**config.mk**
```make
export PLATFORM = sky130hd
export DESIGN_NAME = led_matrix_top
export DESIGN_NICKNAME = d
export VERILOG_FILES = /design/src/design/matrix_pkg.sv /design/src/design/command_parser.sv /design/src/design/framebuffer_fetch.sv /design/src/design/framebuffer_ram.sv /design/src/design/led_matrix_top.sv /design/src/design/matrix_scan.sv /design/src/design/uart_rx.sv
export VERILOG_INCLUDE_DIRS = /design/src /design/src/design
export SDC_FILE = /design/constraint.sdc
export NUM_CORES = 2
export LEC_CHECK = 0
export BUFFER_PORTS_ARGS = -buffer_cell sky130_fd_sc_hd__buf_2
export CORE_ASPECT_RATIO = 0.6
export CORE_UTILIZATION = 58
export DETAILED_ROUTE_END_ITERATION = 6
export PLACE_DENSITY = 0.74
export SLEW_MARGIN = 20
export SYNTH_ARGS = -nofsm -noshare
export SYNTH_HDL_FRONTEND = slang
export SYNTH_HIERARCHICAL = 1
export SYNTH_SLANG_ARGS = --single-unit
```
**constraint.sdc**
```tcl
create_clock -name clk_root -period 8.3 [get_ports clk_root]
set_input_delay 0.83 -clock clk_root [delete_from_list [all_inputs] [get_ports clk_root]]
set_output_delay 0.83 -clock clk_root [all_outputs]
set_load 0.1 [all_outputs]
```
**src/design/matrix_defs.svh**
```systemverilog
// matrix geometry, plane count, scan and on-time timing, serial bit period
`ifndef MATRIX_DEFS_SVH
`define MATRIX_DEFS_SVH

// panel geometry, two display lines per scanned row pair
`define MATRIX_COLS 16
`define MATRIX_ROW_PAIRS 8

// binary coded modulation planes
`define MATRIX_PLANES 5

// clk_root cycles per scan tick, at least 5 so the fetch latency fits
`define SCAN_DIV 6
// on-time of plane 0 in scan ticks
`define OE_UNIT 2

// serial receiver
`define UART_TICKS_PER_BIT 4

// framebuffer depth in words and word address width
`define FB_WORDS (`MATRIX_COLS * `MATRIX_ROW_PAIRS * 2)
`define FB_ADDR_BITS $clog2(`FB_WORDS)

`endif

```
**src/design/matrix_pkg.sv**
```systemverilog
// pixel struct, framebuffer word union and parser state enum
`default_nettype none

package matrix_pkg;

	// rgb565 pixel as stored in the framebuffer
	typedef struct packed {
		logic [4:0] red;
		logic [5:0] green;
		logic [4:0] blue;
	} rgb565_t;

	// byte lanes of one word, high byte comes first on the wire
	typedef struct packed {
		logic [7:0] high;
		logic [7:0] low;
	} byte_pair_t;

	// same word seen as a pixel by the fetch side, as bytes by the write side
	typedef union packed {
		rgb565_t    pixel;
		byte_pair_t bytes;
	} fb_word_t;

	// command decoder states
	typedef enum logic [1:0] {
		PS_IDLE,
		PS_LINE,
		PS_PIXEL,
		PS_MASK
	} parser_state_t;

endpackage

`default_nettype wire

```
**src/design/command_parser.sv**
```systemverilog
// serial command decoder, framebuffer byte writes, enable masks, command counter
`timescale 1ns/1ps
`default_nettype none
`include "matrix_defs.svh"

module command_parser (
	input  wire logic                  clk_root,
	input  wire logic                  reset,
	input  wire logic [7:0]            rx_data,
	input  wire logic                  rx_valid,
	output logic [`FB_ADDR_BITS:0]     wr_addr,
	output logic [7:0]                 wr_data,
	output logic                       wr_en,
	output logic [2:0]                 rgb_enable,
	output logic [4:0]                 brightness_enable,
	output logic [7:0]                 commands_done
);

	localparam logic [7:0] CMD_LINE = 8'h4C;
	localparam logic [7:0] CMD_BRIGHT = 8'h42;
	localparam logic [7:0] CMD_COLOUR = 8'h43;
	localparam int LINE_BITS = $clog2(2 * `MATRIX_ROW_PAIRS);
	localparam int IDX_BITS = $clog2(2 * `MATRIX_COLS);

	matrix_pkg::parser_state_t state;
	// which mask the next byte goes to, 1 for colour
	logic mask_is_colour;
	logic [LINE_BITS-1:0] line_num;
	logic [IDX_BITS-1:0] byte_idx;

	always_ff @(posedge clk_root) begin
		if (reset) begin
			state <= matrix_pkg::PS_IDLE;
			mask_is_colour <= 1'b0;
			line_num <= '0;
			byte_idx <= '0;
			wr_en <= 1'b0;
			rgb_enable <= '1;
			brightness_enable <= '1;
			commands_done <= '0;
		end else begin
			wr_en <= 1'b0;
			if (rx_valid) begin
				case (state)
					matrix_pkg::PS_IDLE: begin
						// unknown bytes fall through, not counted
						if (rx_data == CMD_LINE) begin
							state <= matrix_pkg::PS_LINE;
						end else if (rx_data == CMD_BRIGHT || rx_data == CMD_COLOUR) begin
							mask_is_colour <= (rx_data == CMD_COLOUR);
							state <= matrix_pkg::PS_MASK;
						end
					end
					matrix_pkg::PS_LINE: begin
						line_num <= rx_data[LINE_BITS-1:0];
						byte_idx <= '0;
						state <= matrix_pkg::PS_PIXEL;
					end
					matrix_pkg::PS_PIXEL: begin
						wr_en <= 1'b1;
						byte_idx <= byte_idx + 1'b1;
						// last byte of the line closes the command
						if (byte_idx == '1) begin
							commands_done <= commands_done + 1'b1;
							state <= matrix_pkg::PS_IDLE;
						end
					end
					matrix_pkg::PS_MASK: begin
						if (mask_is_colour)
							rgb_enable <= rx_data[2:0];
						else
							brightness_enable <= rx_data[4:0];
						commands_done <= commands_done + 1'b1;
						state <= matrix_pkg::PS_IDLE;
					end
					default: state <= matrix_pkg::PS_IDLE;
				endcase
			end
		end
	end

	// byte address is line * 32 + byte index, bit 0 low means high byte
	always_ff @(posedge clk_root) begin
		if (rx_valid && state == matrix_pkg::PS_PIXEL) begin
			wr_addr <= {line_num, byte_idx};
			wr_data <= rx_data;
		end
	end

	// every write lands inside the buffer
	// only the last byte of a line sends the parser back to idle
	a_write_in_range: assert property (@(posedge clk_root) disable iff (reset)
		wr_en |-> (wr_addr < 2 * `FB_WORDS) &&
			(state == matrix_pkg::PS_PIXEL || wr_addr[IDX_BITS-1:0] == '1));

endmodule

`default_nettype wire

```
**src/design/framebuffer_fetch.sv**
```systemverilog
// top and bottom pixel fetch with plane bit select and enable masks
`timescale 1ns/1ps
`default_nettype none
`include "matrix_defs.svh"

module framebuffer_fetch (
	input  wire logic                       clk_root,
	input  wire logic                       reset,
	input  wire logic                       load_start,
	input  wire logic [3:0]                 column,
	input  wire logic [2:0]                 row_pair,
	input  wire logic [2:0]                 plane,
	input  wire logic [2:0]                 rgb_enable,
	input  wire logic [4:0]                 brightness_enable,
	input  wire matrix_pkg::fb_word_t       rd_data,
	output logic [`FB_ADDR_BITS-1:0]        rd_addr,
	output logic [2:0]                      rgb_top,
	output logic [2:0]                      rgb_bottom
);

	// one hot load pipeline, bits for t+1, t+2, t+3
	logic [2:0] pipe;
	logic [2:0] plane_l;
	matrix_pkg::fb_word_t top_word;

	// plane bit of each colour, green is one bit wider so it skips its lsb
	function automatic logic [2:0] plane_bits(input matrix_pkg::fb_word_t w,
		input logic [2:0] p);
		logic [2:0] colour;
		colour[0] = w.pixel.red[p];
		colour[1] = w.pixel.green[p + 1];
		colour[2] = w.pixel.blue[p];
		return colour & rgb_enable & {3{brightness_enable[p]}};
	endfunction

	always_ff @(posedge clk_root) begin
		if (reset) begin
			pipe <= '0;
			rgb_top <= '0;
			rgb_bottom <= '0;
		end else begin
			pipe <= {pipe[1:0], load_start};
			// bottom word on the bus during t+3, top word held from t+2
			if (pipe[2]) begin
				rgb_top <= plane_bits(top_word, plane_l);
				rgb_bottom <= plane_bits(rd_data, plane_l);
			end
		end
	end

	// address sequence, top line first then the same column eight lines down
	always_ff @(posedge clk_root) begin
		if (load_start) begin
			rd_addr <= {1'b0, row_pair, column};
			plane_l <= plane;
		end else if (pipe[0]) begin
			rd_addr[`FB_ADDR_BITS-1] <= 1'b1;
		end
		if (pipe[1])
			top_word <= rd_data;
	end

	// scan engine must space its loads past the fetch latency
	a_one_load: assert property (@(posedge clk_root) disable iff (reset)
		load_start |-> pipe == '0);

endmodule

`default_nettype wire

```
**src/design/framebuffer_ram.sv**
```systemverilog
// dual-port framebuffer, byte lane writes and registered word reads
`timescale 1ns/1ps
`default_nettype none
`include "matrix_defs.svh"

module framebuffer_ram (
	input  wire logic                       clk_root,
	input  wire logic [`FB_ADDR_BITS:0]     wr_addr,
	input  wire logic [7:0]                 wr_data,
	input  wire logic                       wr_en,
	input  wire logic [`FB_ADDR_BITS-1:0]   rd_addr,
	output matrix_pkg::fb_word_t            rd_data
);

	matrix_pkg::fb_word_t mem [`FB_WORDS];

	// write side, one byte lane per write
	always_ff @(posedge clk_root) begin
		if (wr_en) begin
			if (!wr_addr[0])
				mem[wr_addr[`FB_ADDR_BITS:1]].bytes.high <= wr_data;
			else
				mem[wr_addr[`FB_ADDR_BITS:1]].bytes.low <= wr_data;
		end
	end

	// read side, one cycle latency
	always_ff @(posedge clk_root) begin
		rd_data <= mem[rd_addr];
	end

endmodule

`default_nettype wire

```
**src/design/led_matrix_top.sv**
```systemverilog
// led matrix driver top, receiver, parser, framebuffer, fetch and scan
`timescale 1ns/1ps
`default_nettype none
`include "matrix_defs.svh"

module led_matrix_top (
	input  wire logic   clk_root,
	input  wire logic   reset,
	input  wire logic   serial_in,
	output logic        pixel_clk,
	output logic        latch,
	output logic        output_enable_n,
	output logic [3:0]  row_address,
	output logic [2:0]  rgb_top,
	output logic [2:0]  rgb_bottom,
	output logic [7:0]  commands_done
);

	// receiver to parser
	logic [7:0] rx_data;
	logic rx_valid;
	// parser to framebuffer and fetch
	logic [`FB_ADDR_BITS:0] wr_addr;
	logic [7:0] wr_data;
	logic wr_en;
	logic [2:0] rgb_enable;
	logic [4:0] brightness_enable;
	// fetch read port
	logic [`FB_ADDR_BITS-1:0] rd_addr;
	matrix_pkg::fb_word_t rd_data;
	// scan requests
	logic [3:0] column;
	logic [2:0] row_pair;
	logic [2:0] plane;
	logic load_start;

	uart_rx u_uart_rx (
		.clk_root (clk_root),
		.reset    (reset),
		.rx       (serial_in),
		.rx_data  (rx_data),
		.rx_valid (rx_valid)
	);

	command_parser u_parser (
		.clk_root          (clk_root),
		.reset             (reset),
		.rx_data           (rx_data),
		.rx_valid          (rx_valid),
		.wr_addr           (wr_addr),
		.wr_data           (wr_data),
		.wr_en             (wr_en),
		.rgb_enable        (rgb_enable),
		.brightness_enable (brightness_enable),
		.commands_done     (commands_done)
	);

	framebuffer_ram u_ram (
		.clk_root (clk_root),
		.wr_addr  (wr_addr),
		.wr_data  (wr_data),
		.wr_en    (wr_en),
		.rd_addr  (rd_addr),
		.rd_data  (rd_data)
	);

	framebuffer_fetch u_fetch (
		.clk_root          (clk_root),
		.reset             (reset),
		.load_start        (load_start),
		.column            (column),
		.row_pair          (row_pair),
		.plane             (plane),
		.rgb_enable        (rgb_enable),
		.brightness_enable (brightness_enable),
		.rd_data           (rd_data),
		.rd_addr           (rd_addr),
		.rgb_top           (rgb_top),
		.rgb_bottom        (rgb_bottom)
	);

	matrix_scan u_scan (
		.clk_root        (clk_root),
		.reset           (reset),
		.column          (column),
		.row_pair        (row_pair),
		.plane           (plane),
		.load_start      (load_start),
		.pixel_clk       (pixel_clk),
		.latch           (latch),
		.output_enable_n (output_enable_n),
		.row_address     (row_address)
	);

endmodule

`default_nettype wire

```
**src/design/matrix_scan.sv**
```systemverilog
// scan engine, column shift, latch, bcm on-time and row advance
`timescale 1ns/1ps
`default_nettype none
`include "matrix_defs.svh"

module matrix_scan (
	input  wire logic   clk_root,
	input  wire logic   reset,
	output logic [3:0]  column,
	output logic [2:0]  row_pair,
	output logic [2:0]  plane,
	output logic        load_start,
	output logic        pixel_clk,
	output logic        latch,
	output logic        output_enable_n,
	output logic [3:0]  row_address
);

	localparam int DW = $clog2(`SCAN_DIV);
	localparam int ON_MAX = `OE_UNIT << (`MATRIX_PLANES - 1);
	localparam int OW = $clog2(ON_MAX + 1);
	localparam logic [1:0] PH_SHIFT = 2'd0;
	localparam logic [1:0] PH_LATCH = 2'd1;
	localparam logic [1:0] PH_ON = 2'd2;

	logic [DW-1:0] div_cnt;
	logic tick;
	logic [1:0] phase;
	// low on tick a, high on tick b
	logic half;
	logic [OW-1:0] on_cnt;

	assign tick = (div_cnt == DW'(`SCAN_DIV - 1));

	always_ff @(posedge clk_root) begin
		if (reset) begin
			div_cnt <= '0;
			phase <= PH_SHIFT;
			half <= 1'b0;
			column <= '0;
			row_pair <= '0;
			plane <= '0;
			on_cnt <= '0;
			load_start <= 1'b0;
			pixel_clk <= 1'b0;
			latch <= 1'b0;
			output_enable_n <= 1'b1;
			row_address <= '0;
		end else begin
			div_cnt <= tick ? '0 : div_cnt + 1'b1;
			load_start <= 1'b0;
			if (tick) begin
				case (phase)
					PH_SHIFT: begin
						half <= ~half;
						if (!half) begin
							// tick a, request the pixel, clock low
							pixel_clk <= 1'b0;
							load_start <= 1'b1;
						end else begin
							// tick b, fetch has settled, clock in
							pixel_clk <= 1'b1;
							column <= column + 1'b1;
							if (column == 4'(`MATRIX_COLS - 1))
								phase <= PH_LATCH;
						end
					end
					PH_LATCH: begin
						if (!latch) begin
							latch <= 1'b1;
							pixel_clk <= 1'b0;
							row_address <= 4'(row_pair);
						end else begin
							// latch done, light the row for this plane's weight
							latch <= 1'b0;
							output_enable_n <= 1'b0;
							on_cnt <= OW'((`OE_UNIT << plane) - 1);
							phase <= PH_ON;
						end
					end
					PH_ON: begin
						if (on_cnt != '0) begin
							on_cnt <= on_cnt - 1'b1;
						end else begin
							output_enable_n <= 1'b1;
							phase <= PH_SHIFT;
							// next plane, row pair after the last plane
							if (plane == 3'(`MATRIX_PLANES - 1)) begin
								plane <= '0;
								row_pair <= row_pair + 1'b1;
							end else begin
								plane <= plane + 1'b1;
							end
						end
					end
					default: phase <= PH_SHIFT;
				endcase
			end
		end
	end

	// panel must be blank while the latch is open
	a_latch_blank: assert property (@(posedge clk_root) disable iff (reset)
		latch |-> output_enable_n);

endmodule

`default_nettype wire

```
**src/design/uart_rx.sv**
```systemverilog
// 8n1 serial receiver with input synchroniser and mid-bit sampling
`timescale 1ns/1ps
`default_nettype none
`include "matrix_defs.svh"

module uart_rx (
	input  wire logic       clk_root,
	input  wire logic       reset,
	input  wire logic       rx,
	output logic [7:0]      rx_data,
	output logic            rx_valid
);

	localparam int TICKS = `UART_TICKS_PER_BIT;
	localparam int TW = $clog2(TICKS + 1);

	// two flop synchroniser, idle high
	logic [1:0] rx_sync;
	logic busy;
	logic [TW-1:0] tick_cnt;
	// 0 start, 1..8 data, 9 stop
	logic [3:0] bit_idx;
	logic [7:0] shift;

	always_ff @(posedge clk_root) begin
		if (reset) begin
			rx_sync <= 2'b11;
			busy <= 1'b0;
			tick_cnt <= '0;
			bit_idx <= '0;
			rx_valid <= 1'b0;
		end else begin
			rx_sync <= {rx_sync[0], rx};
			rx_valid <= 1'b0;
			if (!busy) begin
				// falling edge seen, wait half a bit to land mid start bit
				if (!rx_sync[1]) begin
					busy <= 1'b1;
					tick_cnt <= TW'(TICKS / 2 - 1);
					bit_idx <= '0;
				end
			end else if (tick_cnt != '0) begin
				tick_cnt <= tick_cnt - 1'b1;
			end else begin
				tick_cnt <= TW'(TICKS - 1);
				bit_idx <= bit_idx + 1'b1;
				if (bit_idx == 4'd0) begin
					// glitch, start bit gone by mid-bit
					if (rx_sync[1])
						busy <= 1'b0;
				end else if (bit_idx == 4'd9) begin
					busy <= 1'b0;
					// stop bit must be high, else drop the byte
					rx_valid <= rx_sync[1];
				end
			end
		end
	end

	// lsb first, shift in from the top
	always_ff @(posedge clk_root) begin
		if (busy && tick_cnt == '0 && bit_idx >= 4'd1 && bit_idx <= 4'd8)
			shift <= {rx_sync[1], shift[7:1]};
	end

	assign rx_data = shift;

	// byte strobe is a single cycle
	a_valid_single: assert property (@(posedge clk_root) disable iff (reset)
		rx_valid |=> !rx_valid);

endmodule

`default_nettype wire

```
### Word-level counts from Yosys, hierarchy flattened

Memory sizes are Yosys's and may differ from the RTL's. A register that Yosys moved wholly into a read port is not among the register bits.
Cells that the tools add are included.

| storage, ports and cells | value |
|---|---|
| memory bits (writable) | 4,096 |
| output and inout bits | 21 |
| input bits | 3 |
| memories kept | 1 |
| register bits after elaboration | 130 |
| logic and storage cells | 182 |

| operators by class | value |
|---|---|
| shift operators | 1 |
| order comparisons | 4 |
| $add $sub $neg | 11 |
| equality and inequality tests | 23 |
| reduce and logical (&&, ||, !) cells | 37 |
| mux-type cells | 56 |
| bitwise operators | 14 |

Memory list:

| name | depth | bits a word | rd ports | clocked after memory_dff | write ports | RTL line | source |
|---|---|---|---|---|---|---|---|
| u_ram.mem | 256 | 16 | 1 | 1 | 1 | framebuffer_ram.sv:15 | `` matrix_pkg::fb_word_t mem [`FB_WORDS]; `` |

Operator list:

| cell | count |
|---|---|
| < comparator 32 x 4 -> 1 bit (second input constant) | 1 |
| 2-to-1 mux 1 bit | 25 |
| equality test 8 x 7 -> 1 bit (second input constant) | 3 |
| AND reduction 3 bit | 8 |
| binary-select mux 1 bit (select 3 bit) | 7 |
| one-hot mux 8 bit (2 select lines) | 1 |
| AND reduction 4 bit | 4 |
| 2-to-1 mux 2 bit | 7 |
| AND 3 bit | 4 |
| 2-to-1 mux 3 bit | 4 |
| 2-to-1 mux 4 bit | 3 |
| 2-to-1 mux 6 bit | 2 |
| one-hot mux 6 bit (2 select lines) | 1 |
| != test 2 x 1 -> 1 bit (second input constant) | 5 |
| inverter 1 bit | 10 |
| one-hot mux 5 bit (2 select lines) | 1 |
| AND reduction 2 bit | 5 |
| adder 3 x 1 -> 3 bit (second input constant) | 3 |
| adder 4 x 1 -> 4 bit (second input constant) | 2 |
| adder 8 x 1 -> 8 bit (second input constant) | 1 |
| equality test 4 bit (second input constant) | 2 |
| 2-to-1 mux 8 bit | 1 |
| != test 2 bit (second input constant) | 4 |
| one-hot mux 2 bit (4 select lines) | 1 |
| 28 further kinds | 41 |

### Logic depth before layout (Yosys ltp)

| logic depth | value |
|---|---|
| depth in word-level cells | 5 |
| depth in mapped cells | 13 |
| depth with buffers taken out | 8 |

### Cells and area by module

Netlist, hierarchy kept.

By module, submodules not included:

| module | seq. area each (µm²) | area an instance (µm²) | cells each | instances |
|---|---|---|---|---|
| framebuffer_ram | 123,318.3 | 158,844.8 | 7,519 | 1 |
| command_parser | 1,091.0 | 1,888.1 | 170 | 1 |
| matrix_scan | 580.6 | 1,571.5 | 176 | 1 |
| framebuffer_fetch | 980.9 | 1,448.9 | 87 | 1 |
| uart_rx | 460.4 | 828.3 | 74 | 1 |

### Worst setup path after synthesis

Ideal clock, no wire load.

| timing path | value |
|---|---|
| path type | register to register |
| start | reg u_parser.wr_data[0] |
| end | mem u_ram/mem[0][0] (netlist name), data pin |
| cell stages (with the launch flop) | 1 |
| library setup time | 1.435 ns |
| clock period less this slack | 7.593 ns |
| required time | 6.865 ns |
| arrival time | 6.158 ns |
| path buffers | 0 |
| setup slack | 0.707 ns |
| path through | edfxtp_1 |

RTL lines:

| what | RTL line | source |
|---|---|---|
| start, declared | command_parser.sv:12 | `output logic [7:0] wr_data,` |
| start signal, assigned | command_parser.sv:86 | `wr_data <= rx_data;` |
| end, declared | framebuffer_ram.sv:15 |  |

Straight into the memory's write port.

==> impl_metrics.toml <==
[worst_setup_path]
r2r_setup_slack_ns = 3.41
crit_path_end_kind = "flip-flop"
path_cells = "buf_12, buf_4, buf_4, mux2i_1, o221ai_1, o22ai_1, nor3_1, or3_1, nand3_1, nor4_1"
cp_num_buf_inv = 3
timing.rr.end = "u_ram/rd_data[5]$_DFF_P_"
r2r-start = "u_fetch/rd_addr[0]$_DFFE_PP_"
cp_slowest_cell = "nor3_1"
critPathMaxStageDelay_ns = 0.92
r2r_cells = 10
required_ns = 9.10
crit_path_start_kind = "flip-flop"
critical-path-top-delay-family = "simple AND/OR/NAND/NOR gates"
cp.arrival_ns = 5.70
worstSetupPathType = "reg -> reg"
path_max_fanout = 35
cp_common_cell = "buf_4"

[die]
ios = 24
fp.dieH_um = 415
start_util_pct = 58.3
die_w_um = 690
die_area_sq_um = 286000
core_region_area_sq_um = 282000
rows = 151

[power_and_ir_drop]
vdd_ir_drop_max_mv = 0.194
p_leak_nw = 55.7
power_density_nw_per_um2 = 224

[synth]
synthSimpleGateAreaFrac_pct = 2.57
synthAdderAreaFrac_pct = 0.205
synth.mux.area_fraction_pct = 14.3
synth_nets = 8056
synth_compound_area_share_pct = 4.15
syn_inst = 8026
yosys_warnings = 6
synth_top_area_share_pct = 75.7
synth_xor_area_share_pct = 0.0851
synth_flop_cell = "edfxtp_1"
syn_area_sq_um = 165000
avgSynthCellArea_sq_um = 20.5
synthArstFlopShare_pct = 0
synth_seq_area_share_pct = 76.8
synth_area_leader_cell = "edfxtp_1"
synth-edff-count = 4147
ys_ff_latch = 4242
ys_top_cells_by_area = "edfxtp_1 76%, mux4_2 11%, mux2i_1 3.1%"
synth_top_family_by_area = "multiplexers"
synth.distinct_cells = 92

[route]
wl_per_cell_um = 34.1
first_iter_violations = 14496
drc = 0
drt-total-wl_um = 413000
vias_per_cell = 7.03
routed-via-count = 85005
dr.pass1.iters = 6
drtAntennaViolNets = 0

[clock_tree]
cts_max_path_buffers = 4
cts.sinks = 4242
clock_latency_ns = 0.93
htree_levels = 5
cts_tree = "yes"
path_clk_slew_ns = 0.07
cts-resized-gates = 0
clock_tree.root_cell = "clkbuf_16"
cts_setup_buffers = 0
cts_buffers = 357
postCtsHoldBufs = 0

[sta]
tightestPinTransition_ns = 1.20
finalHoldWorstSlack_ns = 0.0917
setup_viol = 0
clock_skew_ns = 0.0461
post-route-period-util_pct = 59.0
fin_crit_ns = 4.89
fmax_mhz = 204
report.final.slew_viol_count = 0
rsz0062_at_grt = "no"
timing.final.hold_violations = 0
setup_tns_ns = 0
relSlewSlack_pct = 20.0

[place]
dp_hpwl_um = 240000
dp.cells = 11446
gp_congestion = 0.908
port-buffer-count = 22

[final_layout]
final_cell_mix = "4147 x edfxtp_1, 816 x mux4_2, 560 x nor2_1, 511 x mux2i_1, 371 x clkbuf_16"
final_common_cell = "edfxtp_1"
syn2layout_area_growth_pct = 9.29
finalCoreUtilization_pct = 63.7
fin_nets = 8093
layout-drive-gt1-share_pct = 18.8
post_layout_nonfiller_instances = 12100

[hold_path]
min_path_type = "in -> reg"
hp-start = "serial_in"
holdPathEnd = "u_uart_rx/rx_sync[0]$_SDFF_PP1_"
holdPathStages = 2

[global_routing]
grt_pass1_vias = 81143
antenna_found_initial = 20
grt_pass1_wl_um = 591000
grt_use_total_pct = 28.7
grt_max_degree = 234
grt_remaining_overflow = 0

[job]
cap_violations = 0

[run_status]
outcome = "finished, final reports clean"
registers in the layout (all words and copies together), names as in the netlist, 4 cells and up:
register / cells
u_scan/column: 4
u_scan/on_cnt: 6
u_parser/commands_done: 8
u_uart_rx/rx_data: 8
u_parser/byte_idx: 5
u_parser/line_num: 4
u_fetch/top_word: 16
u_ram/rd_data: 16
u_uart_rx/bit_idx: 4
u_parser/wr_addr: 9
u_ram/mem: 4096
u_parser/wr_data: 8
u_parser/brightness_enable: 5
u_fetch/rd_addr: 8
cell type report:
| class | count | area (sq um) |
|---|---|---|
| antenna | 8 | 20.0 |
| timing repair buffer | 182 | 1770 |
| multi-input combinational | 3249 | 35300 |
| clock buffer | 442 | 9620 |
| inverter | 31 | 126 |
| fill | 18180 | 102000 |
| tap | 3748 | 4690 |
| sequential | 4242 | 126000 |
| clock inverter | 198 | 1920 |
routing by layer:
layer / routed length [um] / GRT usage [%] / vias up
met4: 11800 / 7.89 / 8
li1: - / - / 33612
met2: 175000 / 38.6 / 6324
met5: 58 / 0 / -
met3: 63200 / 9.20 / 703
met1: 163000 / 45.6 / 44358
worst max path at each step:
stage / end / cells past startpoint / from
after global routing: u_ram/rd_data[5]$_DFF_P_ / 10 / u_fetch/rd_addr[0]$_DFFE_PP_
final: u_ram/rd_data[5]$_DFF_P_ / 10 / u_fetch/rd_addr[0]$_DFFE_PP_
after global placement: u_ram/rd_data[12]$_DFF_P_ / 9 / u_fetch/rd_addr[1]$_DFFE_PP_
after detailed placement: u_ram/rd_data[12]$_DFF_P_ / 9 / u_fetch/rd_addr[1]$_DFFE_PP_
after CTS: u_ram/rd_data[12]$_DFF_P_ / 9 / u_fetch/rd_addr[1]$_DFFE_PP_
after floorplan: u_ram/mem[0][0]$_DFFE_PP_ / 0 / u_parser/wr_data[0]$_DFFE_PP_
Yosys cell counts (5+ instances only):
master	instances
or3_1	5
and2_1	8
buf_1	31
nand2b_1	21
or4_1	23
o31ai_1	7
a22oi_1	193
nand2_1	56
buf_2	63
o221ai_1	240
nand4_1	37
o32ai_1	9
o211ai_1	38
xor2_1	10
inv_1	29
o21ai_0	42
a22o_1	20
o22ai_1	99
xnor2_1	6
nand3_1	47
dfxtp_1	95
a21oi_1	222
buf_8	13
and3_1	25
ha_1	27
edfxtp_1	4147
clkbuf_1	274
mux4_2	816
nor4_1	16
buf_4	52
nor2b_1	21
buf_12	7
buf_6	64
a211o_1	13
nor3_1	51
a221oi_1	14
a211oi_1	22
nor2_1	569
mux2i_1	511
worst reg2reg max path, cell delays in order (launching register included):
cell and delay (ns):
edfxtp_1 0.73, buf_12 0.34, buf_4 0.55, buf_4 0.63
mux2i_1 0.17, o221ai_1 0.24, o22ai_1 0.30, nor3_1 0.92
or3_1 0.21, nand3_1 0.31, nor4_1 0.37
report_power, final:
group / leakage, nW / switching (mW) / internal [mW]
combinational: 12.1 / 0.191 / 0.0960
sequential: 38.0 / 0.0545 / 23.1
clock: 5.63 / 7.53 / 9.34
total: 55.7 / 7.78 / 32.6
cell families (layout without fill, tap and decap cells):
kind of cell,after synthesis,in the layout
flops,4242,4242
mux,1331,1331
compound gates,956,956
simple gates,918,918
buf+inv,535,853
fa+ha+maj,27,27
xor+xnor,16,16
other cells,1,9
stage by stage:
| stage | area, sq um | power, mW | setup WS (ns) |
|---|---|---|---|
| after global routing | 180000 | 41.3 | 3.26 |
| after global placement | 168000 | 23.9 | 3.41 |
| after CTS | 180000 | 40.5 | 3.66 |
| after detailed placement | 168000 | 23.9 | 3.70 |
| final | 180000 | 40.4 | 3.41 |
| after floorplan | 165000 | 23.8 | 0.707 |
Note: power is estimated with default switching activity, not from simulation.
